==> src/design/coinc_cfg_pkg.sv <==
/*
 * coincidence trigger configuration: widths, channel and group indices,
 * selector and prescale codes, and the register image seen by the trigger
 */
package coinc_cfg_pkg;

	localparam int N_HIT      = 8;             // hit channels
	localparam int N_BUSY     = 2;             // tracker busy lines
	localparam int N_GRP      = 5;             // coincidence groups
	localparam int DELAY_W    = 8;             // align delay width
	localparam int ALIGN_W    = 4;             // fine align per channel
	localparam int RING_DEPTH = 2 ** DELAY_W;  // delay ring entries

	// channel order on the hit vectors, msb first
	localparam int CH_ACD_TOP = 7;
	localparam int CH_ACD_SEC = 6;
	localparam int CH_ACD_SID = 5;
	localparam int CH_CSI     = 4;
	localparam int CH_CAL1    = 3;
	localparam int CH_CAL2    = 2;
	localparam int CH_CAL3    = 1;
	localparam int CH_CAL4    = 0;

	// group order on tag and result vectors
	localparam int GRP_MIP1 = 0;
	localparam int GRP_MIP2 = 1;
	localparam int GRP_GM1  = 2;
	localparam int GRP_GM2  = 3;
	localparam int GRP_UBS  = 4;

	typedef logic [1:0] grp_sel_t;
	localparam grp_sel_t SEL_MIP1_TOPCSI = 2'd0;  // top & csi, mip1 only
	localparam grp_sel_t SEL_STD         = 2'd1;  // standard group logic

	typedef logic [2:0] div_code_t;
	// prescale as log2 of the ratio, indexed by div code
	localparam logic [7:0][3:0] MIP_DIV_LOG2 = {4'd9, 4'd8, 4'd7, 4'd6, 4'd5, 4'd2, 4'd1, 4'd0};
	localparam logic [7:0][3:0] UBS_DIV_LOG2 = {4'd11, 4'd10, 4'd9, 4'd8, 4'd7, 4'd6, 4'd5, 4'd0};

	typedef struct packed {
		logic [N_HIT-1:0]              hit_ab_sel;   // 0 = copy a
		logic [N_HIT-1:0]              hit_mask;     // 1 = channel off
		logic [N_BUSY-1:0]             busy_ab_sel;
		logic [N_BUSY-1:0]             busy_mask;
		logic [DELAY_W-1:0]            acd_csi_diff; // acd lead over csi, in clocks
		logic [N_HIT-1:0][ALIGN_W-1:0] align;        // per channel trim
		logic [DELAY_W-1:0]            seed_win;     // seed window length
		grp_sel_t [N_GRP-1:0]          grp_sel;
		logic [N_GRP-1:0]              grp_oe;       // groups allowed to trigger
		div_code_t                     mip1_div;
		div_code_t                     mip2_div;
		div_code_t                     ubs_div;
		logic                          burst_en;     // ignore tracker busy
	} coinc_cfg_t;

endpackage
==> src/design/coinc_event_pkg.sv <==
/*
 * coincidence trigger event types: hit and busy vectors, per channel
 * delay requests, the window verdict and the group counters
 */
package coinc_event_pkg;

	localparam int CNT_W = 16;  // group event counter width

	typedef logic [coinc_cfg_pkg::N_HIT-1:0]  hit_vec_t;   // one bit per channel
	typedef logic [coinc_cfg_pkg::N_BUSY-1:0] busy_vec_t;
	typedef logic [coinc_cfg_pkg::N_GRP-1:0]  grp_vec_t;   // one bit per group

	// synchronized hit plus the delay it needs before the window
	typedef struct packed {
		logic                              hit;
		logic [coinc_cfg_pkg::DELAY_W-1:0] delay;  // 1..255 clocks
	} align_req_t;

	// single cycle result of one seed window, no ready side
	typedef struct packed {
		logic     valid;
		grp_vec_t result;
	} verdict_t;

	typedef struct packed {
		logic [CNT_W-1:0] mip1;
		logic [CNT_W-1:0] mip2;
		logic [CNT_W-1:0] gm1;
		logic [CNT_W-1:0] gm2;
		logic [CNT_W-1:0] ubs;
	} trg_counts_t;

endpackage

==> src/design/hit_sync.sv <==
/*
 * hit front end: picks the a or b copy of each line, masks it,
 * synchronizes it and works out the delay each channel needs
 */
`timescale 1ns/1ps

module hit_sync (
	input  logic                        clk_in,
	input  logic                        rst_in,
	input  coinc_event_pkg::hit_vec_t   hit_a_n,
	input  coinc_event_pkg::hit_vec_t   hit_b_n,
	input  coinc_event_pkg::busy_vec_t  busy_a_n,
	input  coinc_event_pkg::busy_vec_t  busy_b_n,
	input  coinc_cfg_pkg::coinc_cfg_t   cfg,
	output coinc_event_pkg::hit_vec_t   hit_syn,
	output coinc_event_pkg::busy_vec_t  busy_syn,
	output logic                        si_busy,
	output coinc_event_pkg::align_req_t align_req [coinc_cfg_pkg::N_HIT]
);
	import coinc_cfg_pkg::*;
	import coinc_event_pkg::*;

	hit_vec_t  hit_sel, hit_s1;   // selected lines, first sync stage
	busy_vec_t busy_sel, busy_s1;

	// pins are active low, ab_sel 0 takes copy a
	assign hit_sel  = ~cfg.hit_mask & ((~cfg.hit_ab_sel & ~hit_a_n) | (cfg.hit_ab_sel & ~hit_b_n));
	assign busy_sel = ~cfg.busy_mask &
		((~cfg.busy_ab_sel & ~busy_a_n) | (cfg.busy_ab_sel & ~busy_b_n));

	always_ff @(posedge clk_in) begin
		if (rst_in) begin
			hit_s1   <= '0;
			hit_syn  <= '0;
			busy_s1  <= '0;
			busy_syn <= '0;
		end else begin
			hit_s1   <= hit_sel;   // may go metastable
			hit_syn  <= hit_s1;
			busy_s1  <= busy_sel;
			busy_syn <= busy_s1;
		end
	end

	assign si_busy = |busy_syn;  // either tracker half busy

	// acd hits come early, they wait the acd to csi gap on top of their trim
	always_comb begin
		for (int c = 0; c < N_HIT; c++) begin
			align_req[c].hit   = hit_syn[c];
			align_req[c].delay = DELAY_W'(cfg.align[c]);
			if (c == CH_ACD_TOP || c == CH_ACD_SEC || c == CH_ACD_SID)
				align_req[c].delay = cfg.acd_csi_diff + DELAY_W'(cfg.align[c]);
		end
	end

	// a zero delay would read the ring a full turn late in the align line
	for (genvar c = 0; c < N_HIT; c++) begin : g_delay_chk
		a_delay_nonzero: assert property (@(posedge clk_in) disable iff (rst_in)
			align_req[c].delay != '0)
			else $error("channel %0d requests a zero align delay", c);
	end

endmodule

==> config.mk <==
export PLATFORM = sky130hd
export DESIGN_NAME = hit_sync
export DESIGN_NICKNAME = d
export VERILOG_FILES = /design/src/design/coinc_cfg_pkg.sv /design/src/design/coinc_event_pkg.sv /design/src/design/hit_sync.sv
export SDC_FILE = /design/constraint.sdc
export NUM_CORES = 1
export LEC_CHECK = 0
export BUFFER_PORTS_ARGS = -buffer_cell sky130_fd_sc_hd__buf_2
export CORE_AREA = 2 2 76 78
export DETAILED_ROUTE_END_ITERATION = 8
export DIE_AREA = 0 0 78 80
export PLACE_DENSITY = 0.81
export SYNTH_ARGS = -nofsm -noshare
export SYNTH_HDL_FRONTEND = slang
export SYNTH_SLANG_ARGS = --single-unit
==> constraint.sdc <==
create_clock -name clk_in -period 1.6 [get_ports clk_in]
set_clock_uncertainty 0.15 [all_clocks]
set_input_delay 0 -clock clk_in [delete_from_list [all_inputs] [get_ports clk_in]]
set_output_delay 0 -clock clk_in [all_outputs]
set_load 0.02 [all_outputs]
==> flow_summary.ini <==
[status]
outcome = finished, final reports clean

[worst_setup_path]
cp_max_fo = 1
slowest_stage = dlygate4sd3_1
timing.rr.end = hit_syn[5]
cp_cell_sequence = dlygate4sd3_1, buf_2, a2111oi_2, dlygate4sd3_1
crit_type = in2reg
crit_path_start_kind = primary input
critPathCaptureType = register
reg2reg_from = hit_s1[5]
cp.required_ps = 1650
cp.arrival_ps = 1650
r2r_cells = 1
worst_path_most_repeated_cell = dlygate4sd3_1
r2r_setup_slack_ps = 910
max_stage_delay_ps = 600

[sta]
setup_viol = 0
fin_crit_sh_pct = 100
hold_viol = 0
rsz0062_at_grt = true
slew_headroom_pct = 58.0
holdWs_ps = 20.7
tns_ps = 0
period_needed_ps = 1600
tightest_slew_ps = 615
final_max_slew_viol_count = 0
max_freq_mhz = 625

[worst_hold_path]
min_path_cells = 4
worstHoldStart = hit_a_n[4]
min_to = hit_s1[4]
hp-class = in2reg

[logic_synthesis]
ys_warn_count = 0
syn_area_per_cell_um2 = 9.14
synthDistinctLibCells = 25
ys_seq_area_share_pct = 24.5
yosysTopAreaCell = dfxtp_1
synthTopCellsByArea = dfxtp_1, buf_4, ha_1
ys_ff_latch = 20
synthCells = 179
netlist_area_um2 = 1640
yosys.area.top_type_share_pct = 24.5

[cts]
clockBufferDepth = 2
clk_latency_ps = 250
htree_levels = 1
cts_made_buffers = 3
numClockSinks = 20
clk_pin_slew_worst_paths_ps = 70
tritoncts = built
root_buffer = clkbuf_8

[route]
drc_errors = 0
dr_total_vias = 1674
routed_wl_mm = 5.32
wl_per_cell_um = 13.8
drt_iter0_drc = 41
viasPerCell = 4.34
first_pass_iters = 6
detail-route-antenna-nets = 0

[floorplan]
die-area_um2 = 6240
coreArea_um2 = 5410
num_io_pins = 198
num_rows = 27
initial_utilization_pct = 30.3
fp.dieW_um = 78
die_h_um = 80

[grt]
overflow = 0
antenna_found_initial = 0
grt_pass1_wl_mm = 7.00
grt_max_degree = 15
grt_pass1_vias = 1633
grtUsageTotal_pct = 14.4

[power_and_ir_drop]
power.leakage_nw = 1.34
irDropWorstVdd_mv = 0.437
powerDensity_nw_per_um2 = 634
total_power_mw = 1.68

[place]
hpwlAfterDp_mm = 3.40
gp_congestion = 0.879
placed_area_um2 = 2000
io_buffers = 104

[cells_and_area]
final_util_pct = 49.1
drive_gt1_share_pct = 44.6
final_common_cell = buf_2
n_antenna_cell = 0
area_growth_pct = 62.2
fin_area_um2 = 2660
final_net_count = 445
most-common-layout-cells = buf_2, dlygate4sd3_1, nor2b_1, conb_1, dfxtp_1

[job]
cap_viol_max_count = 0
-- metrics by stage --
step	setup slack (ps)	instances
after global routing	-45.9	386
after CTS	13.5	385
after global placement	-20.4	331
final	0.701	386
after floorplan	55.2	198
after detailed placement	-32.7	331
-- logic make-up (layout without fill, tap and decap cells) --
| logic type | Yosys count | after routing | share of synthesized area [%] |
|---|---|---|---|
| adders and majority gates | 15 | 15 | 12.8 |
| other | 1 | 20 | 0.229 |
| DFF | 20 | 20 | 24.5 |
| xor gates and xnor gates | 15 | 15 | 8.03 |
| and+or+nand+nor | 34 | 34 | 12.5 |
| AOI/OAI and AO/OA | 34 | 34 | 16.8 |
| buffers and inverters | 60 | 176 | 25.1 |
-- synth_stat cells --
cell type,n
clkbuf_1,1
o21ai_0,3
dfxtp_1,20
nor2_2,1
nor2b_4,2
xnor2_1,11
nor2b_1,20
fa_1,3
xor2_1,4
o21ai_1,3
a21o_1,6
and3_1,1
a2111oi_0,10
o21ai_2,5
inv_1,9
nor2_1,6
conb_1,1
a21oi_2,1
a211oi_2,3
a211oi_1,3
nand2_1,3
ha_1,12
or2_2,1
buf_4,49
buf_2,1
-- worst max-delay path, delay by kind of cell --
kind	cells	cell delay (ps)
buf+inv	3	1280
compound gates	1	360
-- area by class of cell --
cell class | instances | area, µm²
Clock buffer | 4 | 55.1
Tap cell | 72 | 90.1
Fill cell | 533 | 2750
Inverter | 9 | 33.8
Multi-Input combinational cell | 118 | 963
Timing Repair Buffer | 163 | 1110
Sequential cell | 20 | 400
-- how the worst max path moves through the flow --
| stage | startpoint | endpoint | cells past startpoint |
|---|---|---|---|
| final | cfg[73] | busy_s1[0] | 4 |
| after detailed placement | cfg[65] | align_req[6] | 8 |
| after global routing | cfg[65] | align_req[6] | 8 |
| after global placement | cfg[65] | align_req[6] | 8 |
| after CTS | cfg[65] | align_req[6] | 8 |
| after floorplan | cfg[53] | align_req[24] | 7 |
-- state kept, by name (all words and copies together), names as in the netlist --
name,flops
busy_s1,2
busy_syn,2
hit_s1,8
hit_syn,8
-- report_power, final --
| group | internal (mW) | total [mW] | switching [mW] |
|---|---|---|---|
| Combinational | 0.344 | 0.791 | 0.447 |
| Sequential | 0.519 | 0.525 | 0.00629 |
| Clock | 0.218 | 0.369 | 0.151 |
| Total | 1.08 | 1.68 | 0.604 |
-- metal layers --
metal,vias up,routed length [µm],global-route usage (%)
li1,804,-,-
met1,749,1650,12.8
met2,95,3150,29.8
met3,26,270,2.60
met4,0,252,8.42
met5,-,0,0
-- timing repair --
item,CTS,global route
hold buffers,50,0
pin swaps,0,6
gates resized for setup,5,19
setup endpoints to repair,3,8
hold endpoints to repair,30,0
setup buffers,0,1
Note: power is estimated with default switching activity, not from simulation.
