<file path="src/design/coinc_cfg_pkg.sv">
/*
 * coincidence trigger configuration: widths, channel and group indices,
 * selector and prescale codes, and the register image seen by the trigger
 */
package coinc_cfg_pkg;

	localparam int N_HIT      = 8;             // hit channels
	localparam int N_BUSY     = 2;             // tracker busy lines
	localparam int N_GRP      = 5;             // coincidence groups
	localparam int DELAY_W    = 8;             // align delay width
	localparam int ALIGN_W    = 4;             // fine align per channel
	localparam int RING_DEPTH = 2 ** DELAY_W;  // delay ring entries

	// channel order on the hit vectors, msb first
	localparam int CH_ACD_TOP = 7;
	localparam int CH_ACD_SEC = 6;
	localparam int CH_ACD_SID = 5;
	localparam int CH_CSI     = 4;
	localparam int CH_CAL1    = 3;
	localparam int CH_CAL2    = 2;
	localparam int CH_CAL3    = 1;
	localparam int CH_CAL4    = 0;

	// group order on tag and result vectors
	localparam int GRP_MIP1 = 0;
	localparam int GRP_MIP2 = 1;
	localparam int GRP_GM1  = 2;
	localparam int GRP_GM2  = 3;
	localparam int GRP_UBS  = 4;

	typedef logic [1:0] grp_sel_t;
	localparam grp_sel_t SEL_MIP1_TOPCSI = 2'd0;  // top & csi, mip1 only
	localparam grp_sel_t SEL_STD         = 2'd1;  // standard group logic

	typedef logic [2:0] div_code_t;
	// prescale as log2 of the ratio, indexed by div code
	localparam logic [7:0][3:0] MIP_DIV_LOG2 = {4'd9, 4'd8, 4'd7, 4'd6, 4'd5, 4'd2, 4'd1, 4'd0};
	localparam logic [7:0][3:0] UBS_DIV_LOG2 = {4'd11, 4'd10, 4'd9, 4'd8, 4'd7, 4'd6, 4'd5, 4'd0};

	typedef struct packed {
		logic [N_HIT-1:0]              hit_ab_sel;   // 0 = copy a
		logic [N_HIT-1:0]              hit_mask;     // 1 = channel off
		logic [N_BUSY-1:0]             busy_ab_sel;
		logic [N_BUSY-1:0]             busy_mask;
		logic [DELAY_W-1:0]            acd_csi_diff; // acd lead over csi, in clocks
		logic [N_HIT-1:0][ALIGN_W-1:0] align;        // per channel trim
		logic [DELAY_W-1:0]            seed_win;     // seed window length
		grp_sel_t [N_GRP-1:0]          grp_sel;
		logic [N_GRP-1:0]              grp_oe;       // groups allowed to trigger
		div_code_t                     mip1_div;
		div_code_t                     mip2_div;
		div_code_t                     ubs_div;
		logic                          burst_en;     // ignore tracker busy
	} coinc_cfg_t;

endpackage
</file>
<file path="src/design/coinc_event_pkg.sv">
/*
 * coincidence trigger event types: hit and busy vectors, per channel
 * delay requests, the window verdict and the group counters
 */
package coinc_event_pkg;

	localparam int CNT_W = 16;  // group event counter width

	typedef logic [coinc_cfg_pkg::N_HIT-1:0]  hit_vec_t;   // one bit per channel
	typedef logic [coinc_cfg_pkg::N_BUSY-1:0] busy_vec_t;
	typedef logic [coinc_cfg_pkg::N_GRP-1:0]  grp_vec_t;   // one bit per group

	// synchronized hit plus the delay it needs before the window
	typedef struct packed {
		logic                              hit;
		logic [coinc_cfg_pkg::DELAY_W-1:0] delay;  // 1..255 clocks
	} align_req_t;

	// single cycle result of one seed window, no ready side
	typedef struct packed {
		logic     valid;
		grp_vec_t result;
	} verdict_t;

	typedef struct packed {
		logic [CNT_W-1:0] mip1;
		logic [CNT_W-1:0] mip2;
		logic [CNT_W-1:0] gm1;
		logic [CNT_W-1:0] gm2;
		logic [CNT_W-1:0] ubs;
	} trg_counts_t;

endpackage

</file>
<file path="src/design/hit_align_line.sv">
/*
 * one channel delay line, a ring of single bit entries read back
 * a programmable number of clocks after they were written
 */
`timescale 1ns/1ps

module hit_align_line (
	input  logic                       clk_in,
	input  logic                       rst_in,
	input  coinc_event_pkg::align_req_t req,
	output logic                       aligned
);
	import coinc_cfg_pkg::*;

	logic [RING_DEPTH-1:0] ring;    // hit history
	logic [DELAY_W-1:0]    wr_ptr;  // wraps on its own
	logic [DELAY_W-1:0]    rd_ptr;  // registered read address

	always_ff @(posedge clk_in) begin
		if (rst_in) begin
			ring   <= '0;  // nothing stale reaches the window
			wr_ptr <= '0;
			rd_ptr <= '0;
		end else begin
			ring[wr_ptr] <= req.hit;
			wr_ptr       <= wr_ptr + DELAY_W'(1);
			// next cycle the write pointer has moved on by one, so the
			// read address lands exactly delay entries behind it
			rd_ptr       <= wr_ptr - req.delay + DELAY_W'(1);
		end
	end

	// hit written in cycle t shows here in cycle t + delay
	assign aligned = ring[rd_ptr];

endmodule

</file>
<file path="config.mk">
export PLATFORM = sky130hd
export DESIGN_NAME = hit_align_line
export DESIGN_NICKNAME = d
export VERILOG_FILES = /design/src/design/coinc_cfg_pkg.sv /design/src/design/coinc_event_pkg.sv /design/src/design/hit_align_line.sv
export SDC_FILE = /design/constraint.sdc
export NUM_CORES = 1
export LEC_CHECK = 0
export ABC_AREA = 1
export BUFFER_PORTS_ARGS = -buffer_cell sky130_fd_sc_hd__buf_2
export CAP_MARGIN = 20
export CORE_UTILIZATION = 37
export DETAILED_ROUTE_END_ITERATION = 8
export RECOVER_POWER = 50
export SLEW_MARGIN = 20
export SYNTH_ARGS = -nofsm -noshare
export SYNTH_HDL_FRONTEND = slang
export SYNTH_SLANG_ARGS = --single-unit
export TNS_END_PERCENT = 50
</file>
<file path="constraint.sdc">
create_clock -name clk_in -period 6.82 [get_ports clk_in]
set_input_delay 1.364 -clock clk_in [delete_from_list [all_inputs] [get_ports clk_in]]
set_output_delay 1.364 -clock clk_in [all_outputs]
set_load 0.03 [all_outputs]
</file>
==> impl_metrics.py <==
metrics = {
    "run_status": {
        "outcome": "finished, violations left",
        "violations": "max-capacitance violations, max-slew violations",
    },
    "synth": {
        "yosys_warnings": 0,
        "seq_area_frac_synth_pct": 39.5,
        "synth_top_family_by_area": "simple AND/OR/NAND/NOR gates",
        "synthFlopType": "dfxtp_1",
        "synth-compound-area-share_pct": 19.3,
        "synth_area_per_cell_um2": 7.18,
        "syn_area_mm2": 0.0138,
        "synth_top_area_share_pct": 39.5,
        "synth-adder-area-share_pct": 1.69,
        "synth.distinct_cells": 32,
        "syn_inst": 1919,
        "ys_seq_elements": 272,
        "synth.net_count": 1948,
        "yosysTopAreaCell": "dfxtp_1",
        "synth.area.top_cells": "dfxtp_1 (40%), nand3_1 (18%), a21oi_1 (9.6%)",
        "synthMuxAreaShare_pct": 0,
        "synth_xor_area_share_pct": 0.127,
        "yosys.area_share.simple_pct": 30.7,
        "async_flop_share_pct": 0,
        "synth_edf_count": 0,
    },
    "clock_tree": {
        "cts_resized": 0,
        "post_cts_buffers": 0,
        "cts.path.max_buffers": 3,
        "clock_latency_ns": 0.57,
        "path_clk_slew_ns": 0.07,
        "cts-root-buf": "clkbuf_16",
        "cts_tree": "done",
        "cts_buffers": 30,
        "cts.sinks": 272,
        "htreeDepth": 1,
        "postCtsHoldBufs": 0,
    },
    "floorplanning": {
        "rows": 70,
        "ioPinCount": 12,
        "die_w_um": 195,
        "core_mm2": 0.0366,
        "initial_utilization_pct": 37.6,
        "dieArea_mm2": 0.0380,
        "die_h_um": 195,
    },
    "power_and_ir_drop": {
        "comb_power_share_pct": 11.4,
        "power_density_mw_per_mm2": 255,
        "p_sw_share_pct": 28.0,
        "ir_drop_v": 0.000197,
        "p_sw_uw": 1050,
        "power.share.clock_pct": 45.2,
        "p_int_uw": 2690,
        "leakage_uw": 0.00490,
        "p_seq_share_pct": 43.3,
    },
    "sta": {
        "fmax_mhz": 178,
        "finalClockSkew_ns": 0.0118,
        "final-setup-viol-count": 0,
        "maxSlewHeadroom_pct": -112,
        "fin_crit_sh_pct": 82.4,
        "tightest_slew_ns": 3.18,
        "rsz0062_at_grt": "false",
        "fin_crit_ns": 5.62,
        "slew_viol_final": 279,
        "fin_tns_setup_ns": 0,
        "hold_viol": 0,
    },
    "global_routing": {
        "antenna_found_initial": 0,
        "grt_max_degree": 147,
        "overflow": 0,
        "grtUsageTotal_pct": 26.2,
        "grt_pass1_wl_um": 78100,
        "grt_pass1_vias": 12900,
    },
    "final_layout": {
        "seq_area_mm2": 0.00545,
        "fill_cells": 3839,
        "fin_nets": 1833,
        "multi_input_area_mm2": 0.00713,
        "final_cell_area_mm2": 0.0147,
        "stdcell_count": 2293,
        "num_antenna_cells": 0,
        "drive_gt1_share_pct": 8.71,
        "area_growth_syn_to_layout_pct": 6.36,
    },
    "setup_path": {
        "end_kind": "flip-flop",
        "cp_cell_sequence": "clkbuf_2, clkbuf_2, nand3_1, a21oi_1",
        "r2r_start": "wr_ptr[0]",
        "r2r_slack_ns": 2.51,
        "critPathArrivalTime_ns": 6.09,
        "worstPathRequired_ns": 7.30,
        "critPathBufInv": 2,
        "r2r_end": "ring[127]",
        "cp_top_family": "buffers and inverters",
        "start_kind": "input pin",
        "cp_max_fo": 146,
        "critPathKind": "input pin to flip-flop",
        "r2r_cells": 6,
        "cp_slowest_stage_delay_ns": 2.16,
        "cp_common_cell": "clkbuf_2",
        "cpMaxStageDelayCell": "clkbuf_2",
    },
    "place": {
        "placed_cells": 2240,
        "hpwl_um": 26200,
        "gp_congestion": 0.827,
        "placed_cell_area_mm2": 0.0137,
        "io_buffers": 11,
    },
    "drt": {
        "postRouteAntennaNets": 0,
        "drtIter0Drc": 1641,
        "totalWireLength_um": 51000,
        "num_vias": 14000,
        "drc_errors": 0,
        "dr.pass1.iters": 6,
        "wire_per_inst_um": 22.2,
        "viasPerCell": 6.09,
    },
    "hold_path": {
        "hold_depth": 2,
        "hp-class": "flip-flop to flip-flop",
        "hp-start": "ring[100]",
        "whs_endpoint": "ring[100]",
    },
    "run": {
        "maxCapViolations": 3,
    },
}
-- tightest hold or removal path, cell delays in order (launching register included) --
cell	delay (ns)
dfxtp_1	0.31
o21ai_0	0.06
a21oi_1	0.06
-- power groups by stage --
| stage | combinational, uW | clock (uW) | sequential (uW) |
|---|---|---|---|
| 6_report | 426 | 1690 | 1620 |
| 5_1_grt | 451 | 1750 | 1620 |
| 4_1_cts | 414 | 1700 | 1620 |
| 3_5_place_dp | 412 | 0 | 1650 |
| 3_3_place_gp | 412 | 0 | 1650 |
| 2_1_floorplan | 290 | 0 | 1640 |
-- kinds of logic after synthesis --
logic type,after synthesis
buffers and inverters,251
flip-flops,272
AO/OA/AOI/OAI,528
AND/OR/NAND/NOR,848
adder cells (fa/ha/maj),18
XOR/XNOR,2
-- cells in the mapped netlist, types with 3 or more instances --
library cell,instances
clkbuf_2,4
ha_1,17
inv_2,40
o21ai_0,131
nor2_1,15
nand3_1,503
nor2_4,13
inv_4,6
nand2_1,285
buf_1,3
nand2_4,5
a21oi_1,263
dfxtp_1,272
clkbuf_1,70
buf_4,24
buf_6,7
buf_2,66
nor2_2,7
o21ai_1,128
inv_1,31
nor2_8,16
-- layer usage --
layer  part of all wire, %  up-vias  GRT usage [%]  wire (um)
li1                      -     6400              -          -
met1                    43     6696           36.2      21900
met2                    44      722           41.1      22600
met3                   8.9      139           4.06       4560
met4                   3.8        0           9.68       1920
met5                     0        -              0          0
-- stage by stage --
| stage | utilization, % | hold slack, ns | total power [uW] | setup WS, ns |
|---|---|---|---|---|
| 5_1_grt | 40.0 | 0.489 | 3820 | 0.936 |
| 3_3_place_gp | 37.4 | 0.455 | 2060 | 2.51 |
| 2_1_floorplan | - | 0.450 | 1930 | 3.70 |
| 6_report | 40.0 | 0.470 | 3730 | 1.20 |
| 3_5_place_dp | 37.4 | 0.464 | 2060 | 2.52 |
| 4_1_cts | 40.1 | 0.472 | 3730 | 1.91 |
-- state kept, by name (all words and copies together) (netlist names) --
register / flops
ring: 256
rd_ptr: 8
wr_ptr: 8
-- layout make-up --
class	count	share of cell area, %
Multi-Input combinational cell	1396	48.7
Sequential cell	272	37.2
Clock buffer	45	5.99
Tap cell	468	4.00
Inverter	77	2.09
Timing Repair Buffer	27	1.24
Clock inverter	8	0.837
-- worst max-delay path by stage --
stage / start / end / slack, ns / cells past startpoint
after detailed placement: rd_ptr[0] / aligned / 2.52 / 13
after global placement: rd_ptr[0] / aligned / 2.51 / 13
final: req[8] / ring[2] / 1.20 / 4
after floorplan: req[1] / rd_ptr[7] / 3.70 / 12
after CTS: rd_ptr[0] / aligned / 1.91 / 13
after global routing: req[8] / ring[1] / 0.94 / 4
-- cells in the final DEF (no fill, tap or decap), types with 2 or more instances in the layout --
| cell type | synthesis | final |
|---|---|---|
| nor2_1 | 15 | 16 |
| clkbuf_16 | 0 | 31 |
| nor2_8 | 16 | 15 |
| o21a_1 | 2 | 2 |
| o21ai_1 | 128 | 126 |
| clkinv_2 | 0 | 2 |
| nand2_4 | 5 | 5 |
| o21ai_0 | 131 | 133 |
| ha_1 | 17 | 17 |
| a21oi_1 | 263 | 263 |
| clkbuf_8 | 0 | 6 |
| nand3_1 | 503 | 503 |
| inv_4 | 6 | 8 |
| bufinv_16 | 0 | 3 |
| nor2_4 | 13 | 13 |
| nor2_2 | 7 | 7 |
| buf_4 | 24 | 15 |
| buf_2 | 66 | 9 |
| inv_2 | 40 | 39 |
| clkbuf_1 | 70 | 9 |
| nand2_1 | 285 | 285 |
| nor3b_1 | 2 | 2 |
| clkbuf_2 | 4 | 2 |
| dfxtp_1 | 272 | 270 |
| inv_1 | 31 | 31 |
No activity file was read; power rests on OpenSTA's default activity.
