File: config.mk
export PLATFORM = sky130hd
export DESIGN_NAME = trigger_sequencer
export DESIGN_NICKNAME = d
export VERILOG_FILES = /design/src/design/coinc_cfg_pkg.sv /design/src/design/coinc_event_pkg.sv /design/src/design/trigger_sequencer.sv
export SDC_FILE = /design/constraint.sdc
export NUM_CORES = 1
export LEC_CHECK = 0
export ABC_AREA = 1
export BUFFER_PORTS_ARGS = -buffer_cell sky130_fd_sc_hd__buf_2
export CAP_MARGIN = 25
export CORE_ASPECT_RATIO = 2
export CORE_MARGIN = 2
export CORE_UTILIZATION = 52
export CTS_BUF_LIST = sky130_fd_sc_hd__clkbuf_8
export DETAILED_ROUTE_END_ITERATION = 10
export PLACE_DENSITY = 0.84
export SYNTH_ARGS = -nofsm -noshare
export SYNTH_HDL_FRONTEND = slang
export SYNTH_SLANG_ARGS = --single-unit
export TNS_END_PERCENT = 100
File: constraint.sdc
create_clock -name clk_in -period 3.1 [get_ports clk_in]
set_input_delay 0.31 -clock clk_in [delete_from_list [all_inputs] [get_ports clk_in]]
set_output_delay 0.31 -clock clk_in [all_outputs]
set_load 0.01 [all_outputs]
File: src/design/coinc_cfg_pkg.sv
/*
 * coincidence trigger configuration: widths, channel and group indices,
 * selector and prescale codes, and the register image seen by the trigger
 */
package coinc_cfg_pkg;

	localparam int N_HIT      = 8;             // hit channels
	localparam int N_BUSY     = 2;             // tracker busy lines
	localparam int N_GRP      = 5;             // coincidence groups
	localparam int DELAY_W    = 8;             // align delay width
	localparam int ALIGN_W    = 4;             // fine align per channel
	localparam int RING_DEPTH = 2 ** DELAY_W;  // delay ring entries

	// channel order on the hit vectors, msb first
	localparam int CH_ACD_TOP = 7;
	localparam int CH_ACD_SEC = 6;
	localparam int CH_ACD_SID = 5;
	localparam int CH_CSI     = 4;
	localparam int CH_CAL1    = 3;
	localparam int CH_CAL2    = 2;
	localparam int CH_CAL3    = 1;
	localparam int CH_CAL4    = 0;

	// group order on tag and result vectors
	localparam int GRP_MIP1 = 0;
	localparam int GRP_MIP2 = 1;
	localparam int GRP_GM1  = 2;
	localparam int GRP_GM2  = 3;
	localparam int GRP_UBS  = 4;

	typedef logic [1:0] grp_sel_t;
	localparam grp_sel_t SEL_MIP1_TOPCSI = 2'd0;  // top & csi, mip1 only
	localparam grp_sel_t SEL_STD         = 2'd1;  // standard group logic

	typedef logic [2:0] div_code_t;
	// prescale as log2 of the ratio, indexed by div code
	localparam logic [7:0][3:0] MIP_DIV_LOG2 = {4'd9, 4'd8, 4'd7, 4'd6, 4'd5, 4'd2, 4'd1, 4'd0};
	localparam logic [7:0][3:0] UBS_DIV_LOG2 = {4'd11, 4'd10, 4'd9, 4'd8, 4'd7, 4'd6, 4'd5, 4'd0};

	typedef struct packed {
		logic [N_HIT-1:0]              hit_ab_sel;   // 0 = copy a
		logic [N_HIT-1:0]              hit_mask;     // 1 = channel off
		logic [N_BUSY-1:0]             busy_ab_sel;
		logic [N_BUSY-1:0]             busy_mask;
		logic [DELAY_W-1:0]            acd_csi_diff; // acd lead over csi, in clocks
		logic [N_HIT-1:0][ALIGN_W-1:0] align;        // per channel trim
		logic [DELAY_W-1:0]            seed_win;     // seed window length
		grp_sel_t [N_GRP-1:0]          grp_sel;
		logic [N_GRP-1:0]              grp_oe;       // groups allowed to trigger
		div_code_t                     mip1_div;
		div_code_t                     mip2_div;
		div_code_t                     ubs_div;
		logic                          burst_en;     // ignore tracker busy
	} coinc_cfg_t;

endpackage
File: src/design/coinc_event_pkg.sv
/*
 * coincidence trigger event types: hit and busy vectors, per channel
 * delay requests, the window verdict and the group counters
 */
package coinc_event_pkg;

	localparam int CNT_W = 16;  // group event counter width

	typedef logic [coinc_cfg_pkg::N_HIT-1:0]  hit_vec_t;   // one bit per channel
	typedef logic [coinc_cfg_pkg::N_BUSY-1:0] busy_vec_t;
	typedef logic [coinc_cfg_pkg::N_GRP-1:0]  grp_vec_t;   // one bit per group

	// synchronized hit plus the delay it needs before the window
	typedef struct packed {
		logic                              hit;
		logic [coinc_cfg_pkg::DELAY_W-1:0] delay;  // 1..255 clocks
	} align_req_t;

	// single cycle result of one seed window, no ready side
	typedef struct packed {
		logic     valid;
		grp_vec_t result;
	} verdict_t;

	typedef struct packed {
		logic [CNT_W-1:0] mip1;
		logic [CNT_W-1:0] mip2;
		logic [CNT_W-1:0] gm1;
		logic [CNT_W-1:0] gm2;
		logic [CNT_W-1:0] ubs;
	} trg_counts_t;

endpackage

File: src/design/trigger_sequencer.sv
/*
 * trigger sequencer: prescales the groups, counts their events and
 * raises a one clock trigger with a tag of the groups that took part
 */
`timescale 1ns/1ps

module trigger_sequencer (
	input  logic                         clk_in,
	input  logic                         rst_in,
	input  coinc_event_pkg::verdict_t    verdict,
	input  logic                         si_busy,
	input  coinc_cfg_pkg::coinc_cfg_t    cfg,
	output logic                         coincid_trg,
	output coinc_event_pkg::grp_vec_t    coincid_tag,
	output coinc_event_pkg::trg_counts_t counts
);
	import coinc_cfg_pkg::*;
	import coinc_event_pkg::*;

	grp_vec_t en;    // prescale enables
	grp_vec_t fire;  // enabled groups with a result

	// low bits that must be zero for a 2**n prescale
	function automatic logic [CNT_W-1:0] low_mask(input logic [3:0] log2);
		return (CNT_W'(1) << log2) - CNT_W'(1);
	endfunction

	// enables look at the count before this event is added
	always_comb begin
		en           = '1;  // gamma groups never prescaled
		en[GRP_MIP1] = (counts.mip1 & low_mask(MIP_DIV_LOG2[cfg.mip1_div])) == '0;
		en[GRP_MIP2] = (counts.mip2 & low_mask(MIP_DIV_LOG2[cfg.mip2_div])) == '0;
		en[GRP_UBS]  = (counts.ubs & low_mask(UBS_DIV_LOG2[cfg.ubs_div])) == '0;
	end

	assign fire = en & verdict.result;

	always_ff @(posedge clk_in) begin
		if (rst_in) begin
			coincid_trg <= 1'b0;
			coincid_tag <= '0;
		end else begin
			coincid_trg <= 1'b0;  // single clock pulse
			if (verdict.valid) begin
				coincid_tag <= fire;  // tagged even if vetoed below
				// burst mode runs through tracker busy
				coincid_trg <= |(fire & cfg.grp_oe) & (cfg.burst_en | ~si_busy);
			end
		end
	end

	// counters see every result, prescaled or not
	always_ff @(posedge clk_in) begin
		if (rst_in) begin
			counts <= '0;
		end else if (verdict.valid) begin
			if (verdict.result[GRP_MIP1])
				counts.mip1 <= counts.mip1 + CNT_W'(1);
			if (verdict.result[GRP_MIP2])
				counts.mip2 <= counts.mip2 + CNT_W'(1);
			if (verdict.result[GRP_GM1])
				counts.gm1 <= counts.gm1 + CNT_W'(1);
			if (verdict.result[GRP_GM2])
				counts.gm2 <= counts.gm2 + CNT_W'(1);
			if (verdict.result[GRP_UBS])
				counts.ubs <= counts.ubs + CNT_W'(1);
		end
	end

	// fixed latency from window close to trigger
	a_trg_after_verdict: assert property (@(posedge clk_in) disable iff (rst_in)
		coincid_trg |-> $past(verdict.valid))
		else $error("trigger without a verdict one cycle earlier");

endmodule

==> PnR_summary.wiki <==
{| class="wikitable"
! Metric !! Value
|-
| Series of cell instances along the critical path || ha_1 -> inv_1 -> nor3_1 -> nand2_1 -> inv_2 -> nand4_1 -> o21ai_0 -> nor2_1
|-
| Async set-reset flop share out of synthesis || 0%
|-
| Fraction of post-synthesis cell area in the top cell type by area || 41.8%
|-
| Die Width || around 67 microns
|-
| Layout cell share with drive strength beyond 1 || 18.7%
|-
| Die boundary height || 130 microns
|-
| Gate Count Post-Synth || around 620
|-
| RSZ-0062 raised after global routing || false
|-
| Min-Delay Endpoint || counts[1]$_SDFFE_PP0P_
|-
| Total placed instance area || between 4000 and 5000 sq um
|-
| Antenna Diode Count || 0
|-
| Library cell with the largest summed area after synthesis || sky130_fd_sc_hd__dfxtp_1
|-
| Clock insertion delay at the later pin of the skew report || between 0.3 and 0.4 ns
|-
| Total DRC errors in the routed layout || 0
|-
| Cells taking the most area after synthesis || sky130_fd_sc_hd__dfxtp_1, sky130_fd_sc_hd__nand2_1, sky130_fd_sc_hd__inv_1
|-
| Hold Crit Depth || 3
|-
| Clock sink count || 86
|-
| Layout Cells excl Fill || 825
|-
| Fillers || about 730
|-
| Worst clock skew on the final layout || a little under 0.008 ns
|-
| Number of H-tree levels || 3
|-
| Required time at the endpoint of the critical path || roughly 3.4 ns
|-
| Final Power || 2.10 mW
|-
| Leading post-synthesis cells by instance count || sky130_fd_sc_hd__nand2_1, sky130_fd_sc_hd__inv_1, sky130_fd_sc_hd__nor2_1, sky130_fd_sc_hd__dfxtp_1, sky130_fd_sc_hd__a21oi_1
|-
| Worst Path Arrival || approximately 2.0 ns
|-
| Number of global-route vias before repair || between 4000 and 5000
|-
| Cell at the slowest stage of the critical path || sky130_fd_sc_hd__dfxtp_1
|-
| Antenna violations before repair || 0
|-
| Largest vdd supply drop || ~0.4 mV
|-
| Count of cells along the worst register-to-register path || 8
|-
| Count of warnings emitted by yosys || 0
|-
| Relative area change from synthesis to final layout || 20.5%
|-
| Overall die area || 8690 sq um
|-
| Core Area || around 7700 sq um
|-
| Initial core utilization || roughly 54%
|-
| Root buffer selected by CTS || sky130_fd_sc_hd__clkbuf_8
|-
| Synthesized area per cell || about 6.7 sq um
|-
| Worst slack at placement || between 1 and 1.5 ns
|-
| Gr ovfl total || 0
|-
| PwrDens || 423 nW/um^2
|-
| Setup total negative slack || 0 ns
|-
| Hold WC Path Type || primary input to flip-flop
|-
| Final hold violations || 0
|-
| Io pins || 188
|-
| Max transition margin || a little under three fifths
|-
| Startpoint of the lowest-slack register-to-register path || counts[65]$_SDFFE_PP0P_
|-
| Routed via count || ~4200
|-
| Slew at the pin closest to its max-slew limit || between 0.6 and 0.7 ns
|-
| Net total in the final layout || between 800 and 900
|-
| Final core occ || roughly two thirds
|-
| Max FO, Critical Path || 5
|-
| Area of the mapped netlist || roughly 4100 sq um
|-
| Minimum clock period || approximately 1.7 ns
|-
| Finished Cell Area || approximately 5000 sq um
|-
| Critical path type || flip-flop to flip-flop
|-
| Reg2Reg Capture Point || counts[78]$_SDFFE_PP0P_
|-
| Biggest cell delay along the critical path || between 0.4 and 0.5 ns
|-
| Timing-limited maximum frequency || between 500 and 600 MHz
|-
| Pin count of the biggest net entering global routing || 34
|-
| Count of buffers inserted at the top-level ports || between 100 and 150
|-
| Clock-pin slew reported for the worst setup and hold paths after clock tree synthesis || 0.08 ns
|-
| Detailed-route vias per instance || a little over 5
|-
| CTS tree || built
|-
| Tightest hold margin || approximately 0.24 ns
|-
| Site Rows || 45
|-
| Iteration-0 DRC Markers || 210
|-
| Wire per inst || about 12 microns
|-
| Library cell with the highest instance count after synthesis || sky130_fd_sc_hd__nand2_1
|-
| Kind of start point of the critical path || flip-flop
|-
| Prevailing post-synth register cell || sky130_fd_sc_hd__dfxtp_1
|-
| Setup violators final || 0
|-
| Post-Synthesis Net Count || ~720
|-
| Count of antenna-violating nets left after detailed routing || 0
|-
| Placed cell count || 810
|-
| Global-route wire length before repair || around 17000 microns
|-
| Overall Global Routing Usage || between 20% and 30%
|-
| Post-route fraction of the period consumed by the critical path || roughly 55%
|-
| Worst min-delay path startpoint || verdict[4]
|-
| Number of flops mapped to enable cells by yosys || 0
|-
| Initial DRT Pass Iterations || 5
|-
| Quantity of hold-fixing buffers added after cts || 0
|-
| Netlist cell types || 33
|-
| Reg-to-reg slack, setup || approximately 1.4 ns
|-
| Detailed-placement wirelength estimate || 7890 microns
|-
| Post-CTS setup repair buffer count || 0
|-
| Synth Register Bits || 86
|-
| Max capacitance violation total || 0
|-
| Total wirelength of the detailed-routed design || between 10000 and 15000 microns
|-
| CP endpoint kind || flip-flop
|-
| Last weighted congestion value of the routability-driven placer || about 0.81
|-
| Final Slew Violations || 0
|-
| Leakage power total || between 2 and 2.5 nW
|-
| Worst path setup slack after routing || 1.38 ns
|-
| Post-CTS Resized || 0
|-
| Outcome || finished clean
|-
| Sequential cell area fraction in the yosys report || a little over two fifths
|-
| Clock buffer count from CTS || 9
|-
| Worst-case clock buffer depth || 2
|}
[worst max-delay path, delay by kind of cell, from the launching register on]
kind / cells / cell delay, ns
and+or+nand+nor: 4 / 0.67
DFF: 1 / 0.41
adders and majority gates: 1 / 0.18
AOI/OAI and AO/OA: 1 / 0.18
buffers and inverters: 2 / 0.17
[metal layers]
layer  vias up  global-route usage (%)  routed length [microns]
met5         -                       0                        0
li1       2195                       -                        -
met1      1924                    26.3                     4130
met2       112                    44.0                     5280
met4         0                    11.4                      224
met3        17                    6.12                      663
[kinds of logic after synthesis]
| logic type | synth area share, % |
|---|---|
| AOI/OAI and AO/OA | 15.0 |
| xor gates and xnor gates | 0.851 |
| adders and majority gates | 1.82 |
| buffers and inverters | 9.51 |
| DFF | 41.8 |
| other | 0.0911 |
| and+or+nand+nor | 30.9 |
[placed cells by master (no fill, tap or decap), types with 2 or more instances in the layout]
cell / netlist / final
sky130_fd_sc_hd__ha_1: 6 / 6
sky130_fd_sc_hd__o21ai_0: 40 / 40
sky130_fd_sc_hd__o21a_1: 5 / 5
sky130_fd_sc_hd__nand3_1: 28 / 28
sky130_fd_sc_hd__or2_1: 2 / 2
sky130_fd_sc_hd__nor2_1: 88 / 88
sky130_fd_sc_hd__a21boi_0: 2 / 2
sky130_fd_sc_hd__o21ba_2: 2 / 2
sky130_fd_sc_hd__nand4_1: 11 / 11
sky130_fd_sc_hd__o21bai_1: 3 / 3
sky130_fd_sc_hd__o21ai_1: 7 / 7
sky130_fd_sc_hd__buf_2: 1 / 109
sky130_fd_sc_hd__nand3b_1: 3 / 3
sky130_fd_sc_hd__a211oi_1: 2 / 2
sky130_fd_sc_hd__xor2_1: 3 / 3
sky130_fd_sc_hd__clkbuf_8: 0 / 9
sky130_fd_sc_hd__dfxtp_1: 86 / 86
sky130_fd_sc_hd__inv_2: 4 / 4
sky130_fd_sc_hd__a31oi_1: 2 / 2
sky130_fd_sc_hd__inv_1: 89 / 91
sky130_fd_sc_hd__or2_2: 2 / 2
sky130_fd_sc_hd__nor3b_1: 3 / 3
sky130_fd_sc_hd__nor2_2: 4 / 4
sky130_fd_sc_hd__bufinv_16: 0 / 2
sky130_fd_sc_hd__nor3_1: 24 / 24
sky130_fd_sc_hd__nand2_1: 133 / 133
sky130_fd_sc_hd__buf_4: 0 / 2
sky130_fd_sc_hd__a21oi_1: 49 / 49
[where the power goes]
group	total [mW]	switching, mW	internal [mW]	leakage (nW)
clock network	0.824	0.382	0.442	0.108
registers	1.13	0.0140	1.12	0.696
logic	0.143	0.0891	0.0541	1.51
total	2.10	0.485	1.61	2.31
[sequential cells by signal (all words and copies together) (netlist names)]
register     cells
counts          80
coincid_tag      5
coincid_trg      1
[layout make-up]
type / count / area [sq um] / area share [%]
sequential: 86 / 1720 / 34.7
inverter: 94 / 353 / 7.11
timing repair buffer: 111 / 561 / 11.3
tap: 94 / 118 / 2.37
clock inverter: 6 / 80.1 / 1.61
multi-input combinational: 425 / 2000 / 40.4
clock buffer: 9 / 124 / 2.50
[how the worst max path moves through the flow]
stage	end	start	slack, ns
6_report	counts[78]$_SDFFE_PP0P_	counts[65]$_SDFFE_PP0P_	1.38
5_1_grt	counts[78]$_SDFFE_PP0P_	counts[64]$_SDFFE_PP0P_	1.13
4_1_cts	counts[78]$_SDFFE_PP0P_	counts[65]$_SDFFE_PP0P_	1.36
3_5_place_dp	counts[29]$_SDFFE_PP0P_	verdict[5]	1.16
3_3_place_gp	counts[31]$_SDFFE_PP0P_	verdict[5]	1.20
2_1_floorplan	counts[78]$_SDFFE_PP0P_	counts[64]$_SDFFE_PP0P_	1.57
Power figures use the tool's default switching activity.
